<file path="src/CtrlPkg.sv">
package CtrlPkg;

	typedef logic [5:0] OpcodeT;
	typedef logic [5:0] FunctT;
	typedef logic [3:0] AluOpT;
	typedef logic [3:0] ByteEnT;
	typedef logic [1:0] RegDstT;
	typedef logic [1:0] RfSrcT;
	typedef logic [1:0] AluSrcBT;
	typedef logic [2:0] PcSrcT;
	typedef logic [4:0] ExCodeT;

	// alu operations
	localparam AluOpT AluPassB = 4'd0;
	localparam AluOpT AluAddu = 4'd1;
	localparam AluOpT AluAdd = 4'd2;
	localparam AluOpT AluSubu = 4'd3;
	localparam AluOpT AluSub = 4'd4;
	localparam AluOpT AluAnd = 4'd5;
	localparam AluOpT AluOr = 4'd6;
	localparam AluOpT AluNor = 4'd7;
	localparam AluOpT AluXor = 4'd8;
	localparam AluOpT AluSltu = 4'd9;
	localparam AluOpT AluSlt = 4'd10;
	localparam AluOpT AluLui = 4'd12;

	localparam ByteEnT ByteEnWord = 4'b1111;
	localparam ByteEnT ByteEnHalf = 4'b0011; // low halfword lanes
	localparam ByteEnT ByteEnNone = 4'b0000;

	localparam RegDstT RegDstRt = 2'd0;
	localparam RegDstT RegDstRd = 2'd1;
	localparam RegDstT RegDstRa = 2'd3; // r31 for jal

	localparam RfSrcT RfSrcAlu = 2'd0;
	localparam RfSrcT RfSrcMdr = 2'd1;
	localparam RfSrcT RfSrcPc = 2'd3;

	localparam AluSrcBT SrcBReg = 2'd0;
	localparam AluSrcBT SrcBFour = 2'd1;
	localparam AluSrcBT SrcBImm = 2'd2;
	localparam AluSrcBT SrcBImmShift = 2'd3;

	localparam PcSrcT PcSrcAlu = 3'd1;
	localparam PcSrcT PcSrcBranch = 3'd2;
	localparam PcSrcT PcSrcJump = 3'd3;
	localparam PcSrcT PcSrcExc = 3'd4;
	localparam PcSrcT PcSrcInt = 3'd5;

	localparam ExCodeT ExcInt = 5'd0;
	localparam ExCodeT ExcIllegal = 5'd10;
	localparam ExCodeT ExcOverflow = 5'd12;

	// opcodes
	localparam OpcodeT OpSpecial = 6'b000000;
	localparam OpcodeT OpLui = 6'b001000;
	localparam OpcodeT OpAddiu = 6'b001001;
	localparam OpcodeT OpAddi = 6'b001010;
	localparam OpcodeT OpAndi = 6'b001011;
	localparam OpcodeT OpOri = 6'b001100;
	localparam OpcodeT OpXori = 6'b001101;
	localparam OpcodeT OpSltiu = 6'b001110;
	localparam OpcodeT OpSlti = 6'b001111;
	localparam OpcodeT OpLh = 6'b100010;
	localparam OpcodeT OpLhu = 6'b100011;
	localparam OpcodeT OpLw = 6'b100100;
	localparam OpcodeT OpSh = 6'b100110;
	localparam OpcodeT OpSw = 6'b100111;
	localparam OpcodeT OpBeq = 6'b110000;
	localparam OpcodeT OpBne = 6'b110101;
	localparam OpcodeT OpJ = 6'b101000;
	localparam OpcodeT OpJal = 6'b101001;
	localparam OpcodeT OpJr = 6'b101010;
	localparam OpcodeT OpJalr = 6'b101011;

	// function codes of the special opcode
	localparam FunctT FnNop = 6'b000000;
	localparam FunctT FnAddu = 6'b000001;
	localparam FunctT FnAdd = 6'b000010;
	localparam FunctT FnSubu = 6'b000011;
	localparam FunctT FnSub = 6'b000100;
	localparam FunctT FnAnd = 6'b000101;
	localparam FunctT FnOr = 6'b000110;
	localparam FunctT FnNor = 6'b000111;
	localparam FunctT FnXor = 6'b001000;
	localparam FunctT FnSltu = 6'b001001;
	localparam FunctT FnSlt = 6'b001010;

	typedef enum logic [2:0] {
		ClsNop,
		ClsReg,
		ClsImm,
		ClsLoad,
		ClsStore,
		ClsBranch,
		ClsJump,
		ClsIllegal
	} InstrClassT;

	typedef enum logic [3:0] {
		StFetch,
		StDecode,
		StMemCalc,
		StMemRead,
		StMemWrite,
		StWriteBack,
		StRegExec,
		StRegWrite,
		StImmExec,
		StImmWrite,
		StBranchEnd,
		StJumpEnd,
		StOvfExc,
		StIllegalExc,
		StIntExc
	} CtrlStateT;

endpackage

</file>
<file path="src/InstrDecoder.sv">
`timescale 1ns/1ns

module InstrDecoder (
	input  CtrlPkg::OpcodeT     Opcode,
	input  CtrlPkg::FunctT      Funct,
	output CtrlPkg::InstrClassT Class,
	output logic                OvfCheck,
	output CtrlPkg::AluOpT      ExecAluOp,
	output CtrlPkg::ByteEnT     ByteEn,
	output logic                MemSigned,
	output logic                BranchOnZero,
	output logic                JumpFromReg,
	output logic                Link,
	output CtrlPkg::RegDstT     LinkDst
);
	import CtrlPkg::*;

	always_comb
	begin
		Class = ClsIllegal; // anything not matched below
		ExecAluOp = AluPassB;
		case (Opcode)
			OpSpecial:
			begin
				Class = ClsReg;
				case (Funct)
					FnNop: Class = ClsNop;
					FnAddu: ExecAluOp = AluAddu;
					FnAdd: ExecAluOp = AluAdd;
					FnSubu: ExecAluOp = AluSubu;
					FnSub: ExecAluOp = AluSub;
					FnAnd: ExecAluOp = AluAnd;
					FnOr: ExecAluOp = AluOr;
					FnNor: ExecAluOp = AluNor;
					FnXor: ExecAluOp = AluXor;
					FnSltu: ExecAluOp = AluSltu;
					FnSlt: ExecAluOp = AluSlt;
					default: Class = ClsIllegal;
				endcase
			end
			OpLui, OpAddiu, OpAddi, OpAndi, OpOri, OpXori, OpSltiu, OpSlti:
			begin
				Class = ClsImm;
				case (Opcode)
					OpLui: ExecAluOp = AluLui;
					OpAddiu: ExecAluOp = AluAddu;
					OpAddi: ExecAluOp = AluAdd;
					OpAndi: ExecAluOp = AluAnd;
					OpOri: ExecAluOp = AluOr;
					OpXori: ExecAluOp = AluXor;
					OpSltiu: ExecAluOp = AluSltu;
					default: ExecAluOp = AluSlt; // slti
				endcase
			end
			OpLw, OpLh, OpLhu: Class = ClsLoad;
			OpSw, OpSh: Class = ClsStore;
			OpBeq, OpBne: Class = ClsBranch;
			OpJ, OpJal, OpJr, OpJalr: Class = ClsJump;
			default: Class = ClsIllegal;
		endcase
	end

	// only the signed forms trap on overflow
	assign OvfCheck = (Opcode == OpAddi) ||
		(Opcode == OpSpecial && (Funct == FnAdd || Funct == FnSub));

	assign ByteEn = (Opcode == OpLh || Opcode == OpLhu || Opcode == OpSh) ? ByteEnHalf : ByteEnWord;
	assign MemSigned = (Opcode == OpLh);
	assign BranchOnZero = (Opcode == OpBeq); // bne takes the other sense

	assign JumpFromReg = (Opcode == OpJr) || (Opcode == OpJalr);
	assign Link = (Opcode == OpJal) || (Opcode == OpJalr);
	assign LinkDst = (Opcode == OpJal) ? RegDstRa : RegDstRd;

endmodule

</file>
<file path="src/MainFsm.sv">
`timescale 1ns/1ns

module MainFsm (
	input  logic                PClk,
	input  logic                Reset,
	input  CtrlPkg::InstrClassT Class,
	input  logic                OvfCheck,
	input  logic                AluOverflow,
	input  logic                MemDataReady,
	input  logic                ExtInt,
	input  logic                IE,
	output CtrlPkg::CtrlStateT  State
);
	import CtrlPkg::*;

	CtrlStateT nextState;
	logic intReq;
	logic ovfTrap;

	assign intReq = ExtInt && IE;
	assign ovfTrap = AluOverflow && OvfCheck;

	always_ff @(posedge PClk or posedge Reset)
	begin
		if (Reset)
			State <= StFetch;
		else
			State <= nextState;
	end

	always_comb
	begin
		nextState = State; // memory states hold by default
		case (State)
			StFetch:
				if (MemDataReady)
					nextState = StDecode;
			StDecode:
				case (Class)
					ClsNop: nextState = StFetch;
					ClsReg: nextState = StRegExec;
					ClsImm: nextState = StImmExec;
					ClsLoad, ClsStore: nextState = StMemCalc;
					ClsBranch: nextState = StBranchEnd;
					ClsJump: nextState = StJumpEnd;
					default: nextState = StIllegalExc;
				endcase
			StMemCalc:
				nextState = (Class == ClsStore) ? StMemWrite : StMemRead;
			StMemRead:
				if (MemDataReady)
					nextState = StWriteBack;
			StMemWrite:
				if (MemDataReady)
					nextState = StFetch;
			StWriteBack:
				nextState = StFetch;
			// overflow wins over the write state
			StRegExec:
				nextState = ovfTrap ? StOvfExc : StRegWrite;
			StImmExec:
				nextState = ovfTrap ? StOvfExc : StImmWrite;
			StRegWrite, StImmWrite, StBranchEnd, StJumpEnd:
				nextState = intReq ? StIntExc : StFetch; // interrupts only taken here
			default:
				nextState = StFetch; // exception states and unused codes
		endcase
	end

endmodule

</file>
<file path="src/DatapathCtrl.sv">
`timescale 1ns/1ns

module DatapathCtrl (
	input  CtrlPkg::CtrlStateT State,
	input  logic               AluZero,
	input  CtrlPkg::AluOpT     ExecAluOp,
	input  CtrlPkg::ByteEnT    ByteEn,
	input  logic               MemSigned,
	input  logic               BranchOnZero,
	input  logic               JumpFromReg,
	input  logic               Link,
	input  CtrlPkg::RegDstT    LinkDst,
	output logic               PCWrite,
	output logic               IRWrite,
	output logic               MemWrite,
	output logic               MemSign,
	output CtrlPkg::ByteEnT    ByteEnable,
	output logic               IorD,
	output logic               RegWrite,
	output CtrlPkg::RegDstT    RegDst,
	output CtrlPkg::RfSrcT     RfSource,
	output CtrlPkg::AluOpT     AluOp,
	output logic               AluSrcA,
	output CtrlPkg::AluSrcBT   AluSrcB,
	output CtrlPkg::PcSrcT     PCSource,
	output logic               CP0Write,
	output logic               Exception,
	output CtrlPkg::ExCodeT    ExCode
);
	import CtrlPkg::*;

	always_comb
	begin
		PCWrite = 1'b0;
		IRWrite = 1'b0;
		MemWrite = 1'b0;
		MemSign = 1'b0;
		ByteEnable = ByteEnNone;
		IorD = 1'b0;
		RegWrite = 1'b0;
		RegDst = RegDstRt;
		RfSource = RfSrcAlu;
		AluOp = AluPassB;
		AluSrcA = 1'b0;
		AluSrcB = SrcBReg;
		PCSource = '0;
		CP0Write = 1'b0;
		Exception = 1'b0;
		ExCode = ExcInt;
		case (State)
			StFetch:
			begin
				IRWrite = 1'b1;
				PCWrite = 1'b1;
				ByteEnable = ByteEnWord;
				AluOp = AluAddu; // pc + 4
				AluSrcB = SrcBFour;
				PCSource = PcSrcAlu;
			end
			StDecode:
			begin
				AluOp = AluAdd; // branch target ahead of time
				AluSrcB = SrcBImmShift;
			end
			StMemCalc:
			begin
				AluOp = AluAdd;
				AluSrcA = 1'b1;
				AluSrcB = SrcBImm;
			end
			StMemRead, StMemWrite:
			begin
				IorD = 1'b1;
				ByteEnable = ByteEn;
				MemSign = MemSigned;
				MemWrite = (State == StMemWrite);
			end
			StWriteBack:
			begin
				RegWrite = 1'b1;
				RfSource = RfSrcMdr;
			end
			StRegExec, StImmExec:
			begin
				AluOp = ExecAluOp;
				AluSrcA = 1'b1;
				AluSrcB = (State == StImmExec) ? SrcBImm : SrcBReg;
			end
			StRegWrite:
			begin
				RegWrite = 1'b1;
				RegDst = RegDstRd;
			end
			StImmWrite: RegWrite = 1'b1;
			StBranchEnd:
			begin
				AluOp = AluSubu; // compare rs and rt
				AluSrcA = 1'b1;
				PCSource = PcSrcBranch;
				PCWrite = (AluZero == BranchOnZero);
			end
			StJumpEnd:
			begin
				PCWrite = 1'b1;
				RegWrite = Link;
				RegDst = Link ? LinkDst : RegDstRt;
				RfSource = Link ? RfSrcPc : RfSrcAlu;
				PCSource = JumpFromReg ? PcSrcAlu : PcSrcJump; // register target passes through alu
			end
			StOvfExc, StIllegalExc, StIntExc:
			begin
				PCWrite = 1'b1;
				CP0Write = 1'b1;
				Exception = 1'b1;
				PCSource = (State == StIntExc) ? PcSrcInt : PcSrcExc;
				if (State == StOvfExc)
					ExCode = ExcOverflow;
				else if (State == StIllegalExc)
					ExCode = ExcIllegal;
			end
			default: ;
		endcase
	end

endmodule

</file>
<file path="src/Controller.sv">
`timescale 1ns/1ns

module Controller (
	input  logic             PClk,
	input  logic             Reset,
	input  CtrlPkg::OpcodeT  Opcode,
	input  CtrlPkg::FunctT   Funct,
	input  logic             AluZero,
	input  logic             AluOverflow,
	input  logic             MemDataReady,
	input  logic             ExtInt,
	input  logic             IE,
	output logic             PCWrite,
	output logic             IRWrite,
	output logic             MemWrite,
	output logic             MemSign,
	output CtrlPkg::ByteEnT  ByteEnable,
	output logic             IorD,
	output logic             RegWrite,
	output CtrlPkg::RegDstT  RegDst,
	output CtrlPkg::RfSrcT   RfSource,
	output CtrlPkg::AluOpT   AluOp,
	output logic             AluSrcA,
	output CtrlPkg::AluSrcBT AluSrcB,
	output CtrlPkg::PcSrcT   PCSource,
	output logic             CP0Write,
	output logic             Exception,
	output CtrlPkg::ExCodeT  ExCode
);
	import CtrlPkg::*;

	InstrClassT instrClass;
	CtrlStateT state;
	AluOpT execAluOp;
	ByteEnT byteEn;
	RegDstT linkDst;
	logic ovfCheck;
	logic memSigned;
	logic branchOnZero;
	logic jumpFromReg;
	logic link;

	InstrDecoder decoder (
		.Opcode(Opcode),
		.Funct(Funct),
		.Class(instrClass),
		.OvfCheck(ovfCheck),
		.ExecAluOp(execAluOp),
		.ByteEn(byteEn),
		.MemSigned(memSigned),
		.BranchOnZero(branchOnZero),
		.JumpFromReg(jumpFromReg),
		.Link(link),
		.LinkDst(linkDst)
	);

	MainFsm fsm (
		.PClk(PClk),
		.Reset(Reset),
		.Class(instrClass),
		.OvfCheck(ovfCheck),
		.AluOverflow(AluOverflow),
		.MemDataReady(MemDataReady),
		.ExtInt(ExtInt),
		.IE(IE),
		.State(state)
	);

	DatapathCtrl outputs (
		.State(state),
		.AluZero(AluZero),
		.ExecAluOp(execAluOp),
		.ByteEn(byteEn),
		.MemSigned(memSigned),
		.BranchOnZero(branchOnZero),
		.JumpFromReg(jumpFromReg),
		.Link(link),
		.LinkDst(linkDst),
		.PCWrite(PCWrite),
		.IRWrite(IRWrite),
		.MemWrite(MemWrite),
		.MemSign(MemSign),
		.ByteEnable(ByteEnable),
		.IorD(IorD),
		.RegWrite(RegWrite),
		.RegDst(RegDst),
		.RfSource(RfSource),
		.AluOp(AluOp),
		.AluSrcA(AluSrcA),
		.AluSrcB(AluSrcB),
		.PCSource(PCSource),
		.CP0Write(CP0Write),
		.Exception(Exception),
		.ExCode(ExCode)
	);

endmodule

</file>
<file path="config.mk">
export PLATFORM = sky130hd
export DESIGN_NAME = Controller
export DESIGN_NICKNAME = d
export VERILOG_FILES = /design/src/CtrlPkg.sv /design/src/InstrDecoder.sv /design/src/MainFsm.sv /design/src/DatapathCtrl.sv /design/src/Controller.sv
export SDC_FILE = /design/constraint.sdc
export NUM_CORES = 1
export LEC_CHECK = 0
export ABC_AREA = 1
export BUFFER_PORTS_ARGS = -buffer_cell sky130_fd_sc_hd__buf_2
export CORE_MARGIN = 4
export CORE_UTILIZATION = 52
export CTS_CLUSTER_DIAMETER = 50
export DETAILED_ROUTE_END_ITERATION = 10
export PLACE_DENSITY = 0.87
export SLEW_MARGIN = 25
export SYNTH_ARGS = -nofsm -noshare
export SYNTH_HDL_FRONTEND = slang
export SYNTH_SLANG_ARGS = --single-unit
</file>
<file path="constraint.sdc">
create_clock -name PClk -period 2.9 [get_ports PClk]
set_input_delay 0.58 -clock PClk [delete_from_list [all_inputs] [get_ports PClk]]
set_output_delay 0.58 -clock PClk [all_outputs]
set_load 0.1 [all_outputs]
</file>
# After elaboration in Yosys (flattened, before gate mapping)
# Cells that the tools add are included.
# W data, S select, Z words.
[word_totals]
in_bits = 19
register_bits = 4
elab_cells = 121
out_inout_bits = 31
[op_classes]
n_eq_ne = 53
reduce_logical = 29
mux = 38
[op_table]
columns = ["op", "n"]
rows = [
  ["$eq A6 B4 Y1 const B", 11],
  ["$eq A6 B6 Y1 const B", 11],
  ["$pmux W4 S10", 1],
  ["$pmux W4 S8", 1],
  ["$eq A4 B4 Y1 const B", 7],
  ["$mux W4", 7],
  ["$pmux W4 S7", 1],
  ["$eq A6 B3 Y1 const B", 4],
  ["$pmux W4 S6", 1],
  ["$pmux W3 S6", 1],
  ["$eq A4 B3 Y1 const B", 4],
  ["$pmux W4 S2", 2],
  ["$pmux W4 S4", 1],
  ["$eq A6 B2 Y1 const B", 2],
  ["$logic_not A6 Y1", 2],
  ["$pmux W3 S4", 1],
  ["$reduce_or A2 Y1", 6],
  ["$reduce_or A4 Y1", 3],
  ["$mux W2", 5],
  ["$mux W5", 2],
  ["$reduce_or A10 Y1", 1],
  ["$eq A3 B3 Y1 const B", 3],
  ["$reduce_or A3 Y1", 3],
  ["$eq A4 B2 Y1 const B", 2],
  ["19 further kinds", 38],
]

# Logic depth before layout (Yosys ltp)
# Gate-level depths: netlist (run 1).
[depth]
word_depth = 8
ltp_mapped = 14
depth_no_buf = 14

# By module
# A second synthesis (run 1) with hierarchy kept.
[unflattened]
hier_cells = 275
hier_area_um2 = 1366.3
[modules_own_cells]
columns = ["mod", "area_per_inst_um2", "cells_per_inst", "instances", "seq_area_each_um2"]
rows = [
  ["InstrDecoder", 544.3, 109, 1, 0.0],
  ["MainFsm", 417.9, 75, 1, 100.1],
  ["DatapathCtrl", 404.1, 91, 1, 0.0],
]

# Least setup slack after synthesis (run 1)
# OpenSTA, ideal clock, no wires.
[synth_timing]
kind = "register -> output"
startpoint = "reg fsm.State[1]"
endpoint = "out ByteEnable[3]"
slack_ns = -2.677
n_path_buf = 2
t_arrival_ns = 4.997
path_stages_with_launch = 8
path_cell_list = "dfrtp_1 -> buf_2 -> nor2_1 -> inv_1 -> nor2_1 -> nor2_1 -> o21ai_0 -> buf_4"
[synth_between]
elab_chain_len = 3
word_cells_on_any_way = 5
[synth_lines]
columns = ["element", "line", "source"]
rows = [
  ["from (decl)", "MainFsm.sv:12", "output CtrlPkg::CtrlStateT State"],
  ["from (signal assigned)", "MainFsm.sv:26", "State <= StFetch;"],
  ["from (signal assigned)", "MainFsm.sv:28", "State <= nextState;"],
  ["$eq A4 B2 Y1 / $eq A4 B3 Y1 (equally long branches)", "DatapathCtrl.sv:50", "case (State)"],
  ["$reduce_or A2 Y1", "DatapathCtrl.sv:50", ""],
  ["$pmux W4 S2 *", "DatapathCtrl.sv:50", ""],
  ["to (decl)", "Controller.sv:17", "output CtrlPkg::ByteEnT ByteEnable,"],
]
# Every way passes the cells marked *; elsewhere a longest branch is shown, timed or not.

# Final worst setup path (run 1)
[layout_timing]
startpoint = "in Opcode[5]"
endpoint = "out AluOp[1]"
[layout_between]
elab_chain_len = 4
word_cells_on_any_way = 13
[layout_lines]
columns = ["element", "line", "source"]
rows = [
  ["from (decl)", "Controller.sv:6", "input CtrlPkg::OpcodeT Opcode,"],
  ["$eq A6 B4 Y1, on equally long branches", "InstrDecoder.sv:22, InstrDecoder.sv:44", ""],
  ["$pmux W4 S7 / $reduce_or A8 Y1 (equally long branches)", "InstrDecoder.sv:44, InstrDecoder.sv:22", ""],
  ["$pmux W4 S2 *", "InstrDecoder.sv:22", "case (Opcode)"],
  ["$pmux W4 S4 *", "DatapathCtrl.sv:50", ""],
  ["to (decl)", "Controller.sv:22", "output CtrlPkg::AluOpT AluOp,"],
]
# Marks and branches as above.

==> results of run 1 <==
## kinds of logic (layout without fill, tap and decap cells)
kind of cell	after synthesis	after routing	share of synthesized area
compound gates	31	31	0.174
simple gates	137	137	0.552
buf+inv	48	92	0.175
flops	4	4	0.0877
other cells	1	2	0.00329
xor+xnor	1	1	0.00768
## cells in the final DEF (no fill, tap or decap), types with 2 or more instances in the layout
| master | count |
|---|---|
| nor2_1 | 43 |
| o21ai_4 | 2 |
| nor2_4 | 8 |
| conb_1 | 2 |
| nand4_1 | 4 |
| buf_2 | 45 |
| nand3_2 | 6 |
| clkbuf_4 | 4 |
| nor3_4 | 2 |
| a21oi_1 | 4 |
| o21ai_0 | 8 |
| nand2_1 | 45 |
| nand3_1 | 19 |
| nor2_2 | 5 |
| o211ai_1 | 4 |
| o21ai_2 | 2 |
| dfrtp_1 | 4 |
| inv_2 | 5 |
| a21oi_2 | 3 |
| inv_1 | 36 |
## per-stage QoR
stage	hold slack (ns)	setup slack, ns	instances
4_1_cts	0.213	0.113	294
3_3_place_gp	0.460	0.189	291
6_report	0.211	0.162	294
3_5_place_dp	0.464	0.126	291
2_1_floorplan	0.346	-0.460	223
5_1_grt	0.223	0.0588	294
## worst min path at each step
| stage | from | endpoint | slack [ns] | depth (start not counted) |
|---|---|---|---|---|
| 5_1_grt | Reset | fsm.State[0] | 0.22 | 2 |
| 3_3_place_gp | Reset | fsm.State[2] | 0.46 | 2 |
| 2_1_floorplan | Reset | fsm.State[0] | 0.35 | 1 |
| 4_1_cts | Reset | fsm.State[1] | 0.21 | 2 |
| 3_5_place_dp | Reset | fsm.State[1] | 0.46 | 2 |
| 6_report | Reset | fsm.State[0] | 0.21 | 2 |
## layer usage
layer  GRT usage  up-vias  part of all wire  wire, um
li1            -      804                 -         -
met1       0.307      661              0.45      1520
met3      0.0163        2             0.087       292
met2       0.398       65              0.45      1520
met4      0.0290        0            0.0042        14
met5           0        -                 0         0
## area by class of cell
cell class / count / area, um2 / area share
clock buffers: 3 / 22.5 / 0.0147
inverters: 42 / 165 / 0.108
multi-input cells: 171 / 957 / 0.625
flip-flops and latches: 4 / 100 / 0.0654
well taps: 27 / 33.8 / 0.0221
repair buffers: 47 / 253 / 0.165
==> impl_metrics.json, run 1 <==
{
  "status": "complete, no violations",
  "htreeDepth": 1,
  "syn2layout_area_growth_pct": 34.2,
  "yosysTopAreaCellShare": 0.155,
  "portBuffers": 47,
  "ys.flop_type": "dfrtp_1",
  "worst_path_max_delay_cell": "clkbuf_4",
  "r2r_end": "fsm.State[0]",
  "drtIter0Drc": 58,
  "synth_async_sr_flop_share": 1.00,
  "start_util": 0.564,
  "rsz0062_at_grt": "no",
  "cpPeakStageDelay_ns": 0.29,
  "setup_violations": 0,
  "start_kind": "input pin",
  "die_x_um": 54.8,
  "cp.arrival_ns": 2.16,
  "wire_per_inst_um": 11.4,
  "crit_top_cell": "nand2_1",
  "cap_violations": 0,
  "fin_util": 0.757,
  "synth_edf_count": 0,
  "cts_tree": "done",
  "place_area_um2": 1500,
  "hpwlAfterDp_mm": 2.78,
  "crit_start": "Opcode[5]",
  "drc": 0,
  "grtUsageTotal": 0.227,
  "slew_headroom": 0.611,
  "num_io_pins": 50,
  "cts.sinks": 4,
  "drt-total-wl_mm": 3.34,
  "cp_num_buf_inv": 3,
  "ctsResizeCount": 0,
  "worstSetupPathType": "in2out",
  "firstDrtPassIters": 4,
  "final_area_um2": 1530,
  "slew_violations": 0,
  "crit_required_ns": 2.32,
  "grt_max_degree": 11,
  "routed_via_density": 5.21,
  "fin_crit_ns": 2.74,
  "vias": 1532,
  "gp_congestion": 0.907,
  "crit_family": "simple AND/OR/NAND/NOR gates",
  "dieArea_um2": 3010,
  "path_max_fanout": 4,
  "drive_gt1_frac": 0.333,
  "worstSkewPairLatency_ns": 0.24,
  "cts.hold.buffers_added": 0,
  "seq_area_frac_synth": 0.0877,
  "synth_common_cells": "nor2_1 (47), nand2_1 (46), inv_1 (40)",
  "num-nets-final": 288,
  "cp.depth": 12,
  "cp_cell_sequence": "buf_2 > nor2_2 > inv_1 > nor3_2 > nand2_1 > o21ai_0 > nor2_1 > o21ai_0 > nand2_1 > nand2_1 > nand3_1 > clkbuf_4",
  "ant_nets": 0,
  "crit_end": "AluOp[1]",
  "antenna_found_initial": 0,
  "yosysWarnings": 0,
  "timing.final.crit_share": 0.944,
  "post-synth-top-area-cell": "nor2_1",
  "clk_pin_slew_worst_paths_ns": 0.04,
  "r2r-start": "fsm.State[1]",
  "rows": 16,
  "tightest_slew_ns": 0.582,
  "netlist_area_um2": 1140,
  "n_antenna_cell": 0,
  "die_height_um": 54.8,
  "largestRegisters": "fsm.State: 4 flops",
  "core_um2": 2020,
  "largest_reg_flops": 4,
  "yosys.cell_types.count": 31,
  "clockBufferDepth": 2,
  "netlist_instances": 222,
  "tns_ns": 0,
  "cts-buffers-inserted": 3,
  "ys_seq_elements": 4,
  "avgSynthCellArea_um2": 5.14,
  "skew_ns": 0.00912,
  "overflow": 0,
  "cts_setup_buffers": 0,
  "finalHoldViolations": 0,
  "yosysMostFrequentCell": "nor2_1",
  "r2r_cells": 10,
  "grt_pass1_vias": 1259,
  "hp-class": "in2async",
  "netlist_top_cells_area": "nor2_1 (15%), nand2_1 (15%), inv_1 (13%)",
  "grt_pass1_wl_mm": 5.09,
  "regMostFlops": "fsm.State",
  "clockRootBuffer": "clkbuf_4",
  "fmax_ghz": 0.365,
  "nFillCells": 200,
  "rrSetupSlack_ns": 1.04,
  "cp-end-kind": "output port"
}
Power of run 1 is left out: the tool's default activity adds up to more than one toggle a clock period on the data nets, which glitch-free logic cannot reach.
==> run 2: changes to the inputs <==
CORE_MARGIN = unset   (was 4)
CORE_UTILIZATION = 54   (was 52)
PLACE_DENSITY = 0.86   (was 0.87)
SYNTH_HIERARCHICAL = 1   (was unset)
==> run 2 against run 1 <==
Against the previous run:
- register-to-register slack improved by 0.50 ns
- first-iteration DRC count fell by 10%
- flip-flop and latch count did not move
- synthesized area rose by 20%
- clock skew fell by 0.0055 ns
- via count rose by 13%
- critical endpoint unchanged
- utilization fell by 5.2 points
- critical path depth fell by 2
- global-route usage rose by 2.6 points
==> impl_metrics.json, run 2 <==
{
  "firstDrtPassIters": 4,
  "drtIter0Drc": 52,
  "cp.depth": 10,
  "largestRegisters": "fsm/State: 4 flops",
  "yosysMostFrequentCell": "nand2_1",
  "ys_seq_elements": 4,
  "grt_pass1_vias": 1355,
  "die_height_um": 52.3,
  "post-synth-top-area-cell": "nand2_1",
  "slew_violations": 0,
  "synth_edf_count": 0,
  "skew_ns": 0.00357,
  "grt_pass1_wl_mm": 5.44,
  "htreeDepth": 1,
  "ctsResizeCount": 0,
  "yosysWarnings": 6,
  "synth_common_cells": "nand2_1 (85), inv_1 (38), nor2_1 (38)",
  "rsz0062_at_grt": "no",
  "num_io_pins": 50,
  "seq_area_frac_synth": 0.0733,
  "start_kind": "input pin",
  "ant_nets": 0,
  "clk_pin_slew_worst_paths_ns": 0.04,
  "n_antenna_cell": 0,
  "yosys.cell_types.count": 27,
  "drt-total-wl_mm": 3.27,
  "rrSetupSlack_ns": 1.54,
  "cp_num_buf_inv": 3,
  "fmax_ghz": 0.383,
  "num-nets-final": 341,
  "crit_family": "simple AND/OR/NAND/NOR gates",
  "finalHoldViolations": 0,
  "rows": 17,
  "crit_start": "Opcode[1]",
  "clockRootBuffer": "clkbuf_4",
  "ys.flop_type": "dfrtp_1",
  "cp.arrival_ns": 2.03,
  "grtUsageTotal": 0.253,
  "worstSetupPathType": "in2out",
  "path_max_fanout": 8,
  "netlist_area_um2": 1370,
  "dp_cells": 345,
  "status": "complete, no violations",
  "netlist_top_cells_area": "nand2_1 (23%), nand3_1 (13%), inv_1 (10%)",
  "crit_required_ns": 2.32,
  "crit_end": "AluOp[1]",
  "cts-buffers-inserted": 3,
  "r2r_cells": 6,
  "setup_violations": 0,
  "synth_async_sr_flop_share": 1.00,
  "worst_path_max_delay_cell": "buf_2",
  "cap_violations": 0,
  "drc": 0,
  "die_x_um": 52.3,
  "start_util": 0.595,
  "cts_tree": "done",
  "worstSkewPairLatency_ns": 0.23,
  "largest_reg_flops": 4,
  "dieArea_um2": 2740,
  "fin_crit_ns": 2.61,
  "avgSynthCellArea_um2": 4.97,
  "cts.sinks": 4,
  "netlist_instances": 275,
  "portBuffers": 47,
  "cp-end-kind": "output port",
  "gp_congestion": 0.893,
  "routed_via_density": 4.98,
  "mostFrequentLayoutCells": "nand2_1 (85), buf_2 (47), nor2_1 (38), inv_1 (38), nand3_1 (35)",
  "cp_cell_sequence": "buf_2 > inv_2 > nor2_1 > nand3_1 > nand3_2 > nor2_2 > o21ai_1 > nand2_1 > nand2_1 > buf_2",
  "hp-class": "in2async",
  "r2r_end": "fsm/State[0]",
  "grt_max_degree": 12,
  "timing.final.crit_share": 0.900,
  "vias": 1733,
  "regMostFlops": "fsm/State",
  "yosysTopAreaCellShare": 0.234,
  "r2r-start": "fsm/State[3]",
  "cts_setup_buffers": 0,
  "overflow": 0,
  "hpwlAfterDp_mm": 2.77,
  "fin_cells": 348,
  "clockBufferDepth": 2,
  "cpPeakStageDelay_ns": 0.42,
  "cts.hold.buffers_added": 0,
  "drive_gt1_frac": 0.291,
  "antenna_found_initial": 0,
  "wire_per_inst_um": 9.39,
  "nFillCells": 239,
  "layout_commonest_cell": "nand2_1",
  "syn2layout_area_growth_pct": 18.7,
  "core_um2": 2300
}
## run 2: cell types whose count changed after synthesis, sizes merged, moves of 2 or more
cell,previous run,this run
a21oi,7,4
inv,42,47
o22ai,0,2
nand4,4,2
o21ai,12,9
nand2,47,95
o211ai,4,2
nand3,25,38
buf,6,8
## run 2: logic make-up (layout without fill, tap and decap cells)
family / count (synthesis) / after routing / synth area share
flip-flops: 4 / 4 / 0.0733
AO/OA/AOI/OAI: 19 / 19 / 0.0852
buffers and inverters: 55 / 97 / 0.176
AND/OR/NAND/NOR: 195 / 195 / 0.660
other: 2 / 5 / 0.00550
## run 2: stage by stage
stage	setup slack (ns)	cell area, um2	hold slack (ns)	setup TNS [ns]	utilization
CTS	0.311	1620	0.225	0	0.706
finish	0.289	1620	0.226	0	0.706
global route	0.173	1620	0.227	0	0.706
global placement	0.327	1600	0.457	0	0.696
floorplan	-0.460	1390	0.346	-0.921	-
detailed placement	0.312	1600	0.468	0	0.696
## run 2: worst min-delay path by stage
stage / startpoint / slack (ns) / endpoint / cells after the start
2_1_floorplan: Reset / 0.35 / fsm/State[0] / 1
4_1_cts: Reset / 0.23 / fsm/State[2] / 2
3_3_place_gp: Reset / 0.46 / fsm/State[1] / 2
6_report: Reset / 0.23 / fsm/State[2] / 2
3_5_place_dp: Reset / 0.47 / fsm/State[1] / 2
5_1_grt: Reset / 0.23 / fsm/State[2] / 2
## run 2: final cells by class
| cell class | instances | area, um2 | share of cell area |
|---|---|---|---|
| clock buffer | 3 | 22.5 | 0.0139 |
| inverter | 47 | 176 | 0.109 |
| sequential | 4 | 100 | 0.0617 |
| tap | 28 | 35.0 | 0.0216 |
| multi-input combinational | 219 | 1050 | 0.649 |
| timing repair buffer | 47 | 235 | 0.145 |
## run 2: metal layers
layer | vias up | part of all wire | routed length (um) | track usage
met1 | 715 | 0.48 | 1560 | 0.340
met5 | - | 0 | 0 | 0
met2 | 81 | 0.45 | 1460 | 0.441
met3 | 0 | 0.076 | 247 | 0.0232
met4 | 0 | 0 | 0 | 0.0351
li1 | 937 | - | - | -
Power of run 2 is left out for the same reason.
==> run 3: changes to the inputs <==
CORE_UTILIZATION = 50   (was 54)
PLACE_DENSITY = 0.81   (was 0.86)
clock period = 2.8 ns   (was 2.9 ns; I/O delays follow)
==> run 3 against run 2 <==
Against the previous run:
- non-clock buffer count unchanged
- utilization decreased by 5.5 points
- die area increased by 7.7%
- count of clock-buffer cells in the layout unchanged
- final cell count increased by 0.57%
- clock skew about the same
- final area increased by 1.2%
- via count unchanged
- sequential share of layout area decreased by 0.075 points
- worst setup slack improved by 0.0051 ns
- flip-flop and latch count unchanged
- hold slack got worse by 0.025 ns
==> impl_metrics.json, run 3 (same netlist as run 2, synthesis figures left out) <==
{
  "setup_violations": 0,
  "grt_pass1_vias": 1349,
  "htreeDepth": 1,
  "ctsResizeCount": 0,
  "mostFrequentLayoutCells": "nand2_1 (85), buf_2 (46), inv_1 (38)",
  "grt_pass1_wl_mm": 5.18,
  "die_height_um": 54.3,
  "grt_max_degree": 12,
  "start_kind": "input pin",
  "cts_setup_buffers": 0,
  "setup_ws_ns": 0.295,
  "layout_commonest_cell": "nand2_1",
  "fmax_ghz": 0.399,
  "routed_via_density": 4.95,
  "finalHoldViolations": 0,
  "holdWs_ns": 0.201,
  "overflow": 0,
  "die_x_um": 54.3,
  "syn2layout_area_growth_pct": 20.1,
  "gp_congestion": 0.893,
  "tns_ns": 0,
  "cts.sinks": 4,
  "nFillCells": 265,
  "cp-end-kind": "output port",
  "portBuffers": 47,
  "num-nets-final": 341,
  "dieArea_um2": 2950,
  "skew_ns": 0.00355,
  "largest_reg_flops": 4,
  "path_max_fanout": 10,
  "cts.hold.buffers_added": 0,
  "cts_tree": "done",
  "grtUsageTotal": 0.229,
  "fin_crit_ns": 2.51,
  "core_um2": 2520,
  "drive_gt1_frac": 0.294,
  "start_util": 0.542,
  "drt-total-wl_mm": 3.27,
  "regMostFlops": "fsm/State",
  "wire_per_inst_um": 9.34,
  "drtIter0Drc": 48,
  "worstSkewPairLatency_ns": 0.23,
  "num_io_pins": 50,
  "rsz0062_at_grt": "no",
  "cp.arrival_ns": 1.95,
  "largestRegisters": "fsm/State: 4 flops",
  "antenna_found_initial": 0,
  "hpwlAfterDp_mm": 2.75,
  "ant_nets": 0,
  "drc": 0,
  "status": "complete, no violations",
  "crit_required_ns": 2.24,
  "cts-buffers-inserted": 3,
  "cap_violations": 0,
  "worstSetupPathType": "in2out",
  "clockBufferDepth": 2,
  "fin_cells": 350,
  "hp-class": "in2async",
  "vias": 1733,
  "n_antenna_cell": 0,
  "rows": 18,
  "slew_violations": 0,
  "timing.final.crit_share": 0.895,
  "clk_pin_slew_worst_paths_ns": 0.04,
  "clockRootBuffer": "clkbuf_4",
  "dp_cells": 347,
  "firstDrtPassIters": 4,
  "dp_slack_ns": 0.300
}
## run 3: changes by cell type in the layout (fill, tap and decap cells not counted)
cell and change:
nor2_2 +1, buf_2 -1, buf_12 +1, nor2_1 -1
## run 3: worst max-delay path: stages
cell,delay (ns)
buf_2,0.10
nor2_2,0.28
nand2_1,0.15
o2111ai_1,0.25
inv_1,0.09
nor2_2,0.10
buf_2,0.42
## run 3: path summary, 6_finish.rpt
path | start | end | slack [ns] | depth (start not counted)
setup / recovery | Funct[5] | AluOp[2] | 0.29 | 7
hold / removal | Reset | fsm/State[3] | 0.20 | 2
setup reg to reg | fsm/State[3] | fsm/State[0] | 1.46 | 6
hold reg to reg | fsm/State[3] | fsm/State[2] | 0.80 | 3
max in group asynchronous | Reset | fsm/State[0] | 2.45 | 2
min in group PClk | MemDataReady | fsm/State[2] | 0.62 | 4
## run 3: final cells by class
cell class	instances	area (um2)	share of cell area
Tap cell	30	37.5	0.0229
Sequential cell	4	100	0.0610
Multi-Input combinational cell	219	1050	0.643
Clock buffer	3	22.5	0.0137
Inverter	47	176	0.107
Timing Repair Buffer	47	250	0.152
## run 3: through the flow
| stage | instance area [um2] | util |
|---|---|---|
| floorplan | 1400 | - |
| global placement | 1620 | 0.642 |
| detailed placement | 1620 | 0.642 |
| CTS | 1640 | 0.651 |
| global route | 1640 | 0.651 |
| finish | 1640 | 0.651 |
## run 3: routing by layer
metal	share of wire	GRT usage	wire length, um
met5	0	0	0
met1	0.48	0.294	1550
met4	0.0046	0.0470	15
met3	0.052	0.0139	171
met2	0.47	0.415	1530
Power of run 3 is left out for the same reason.
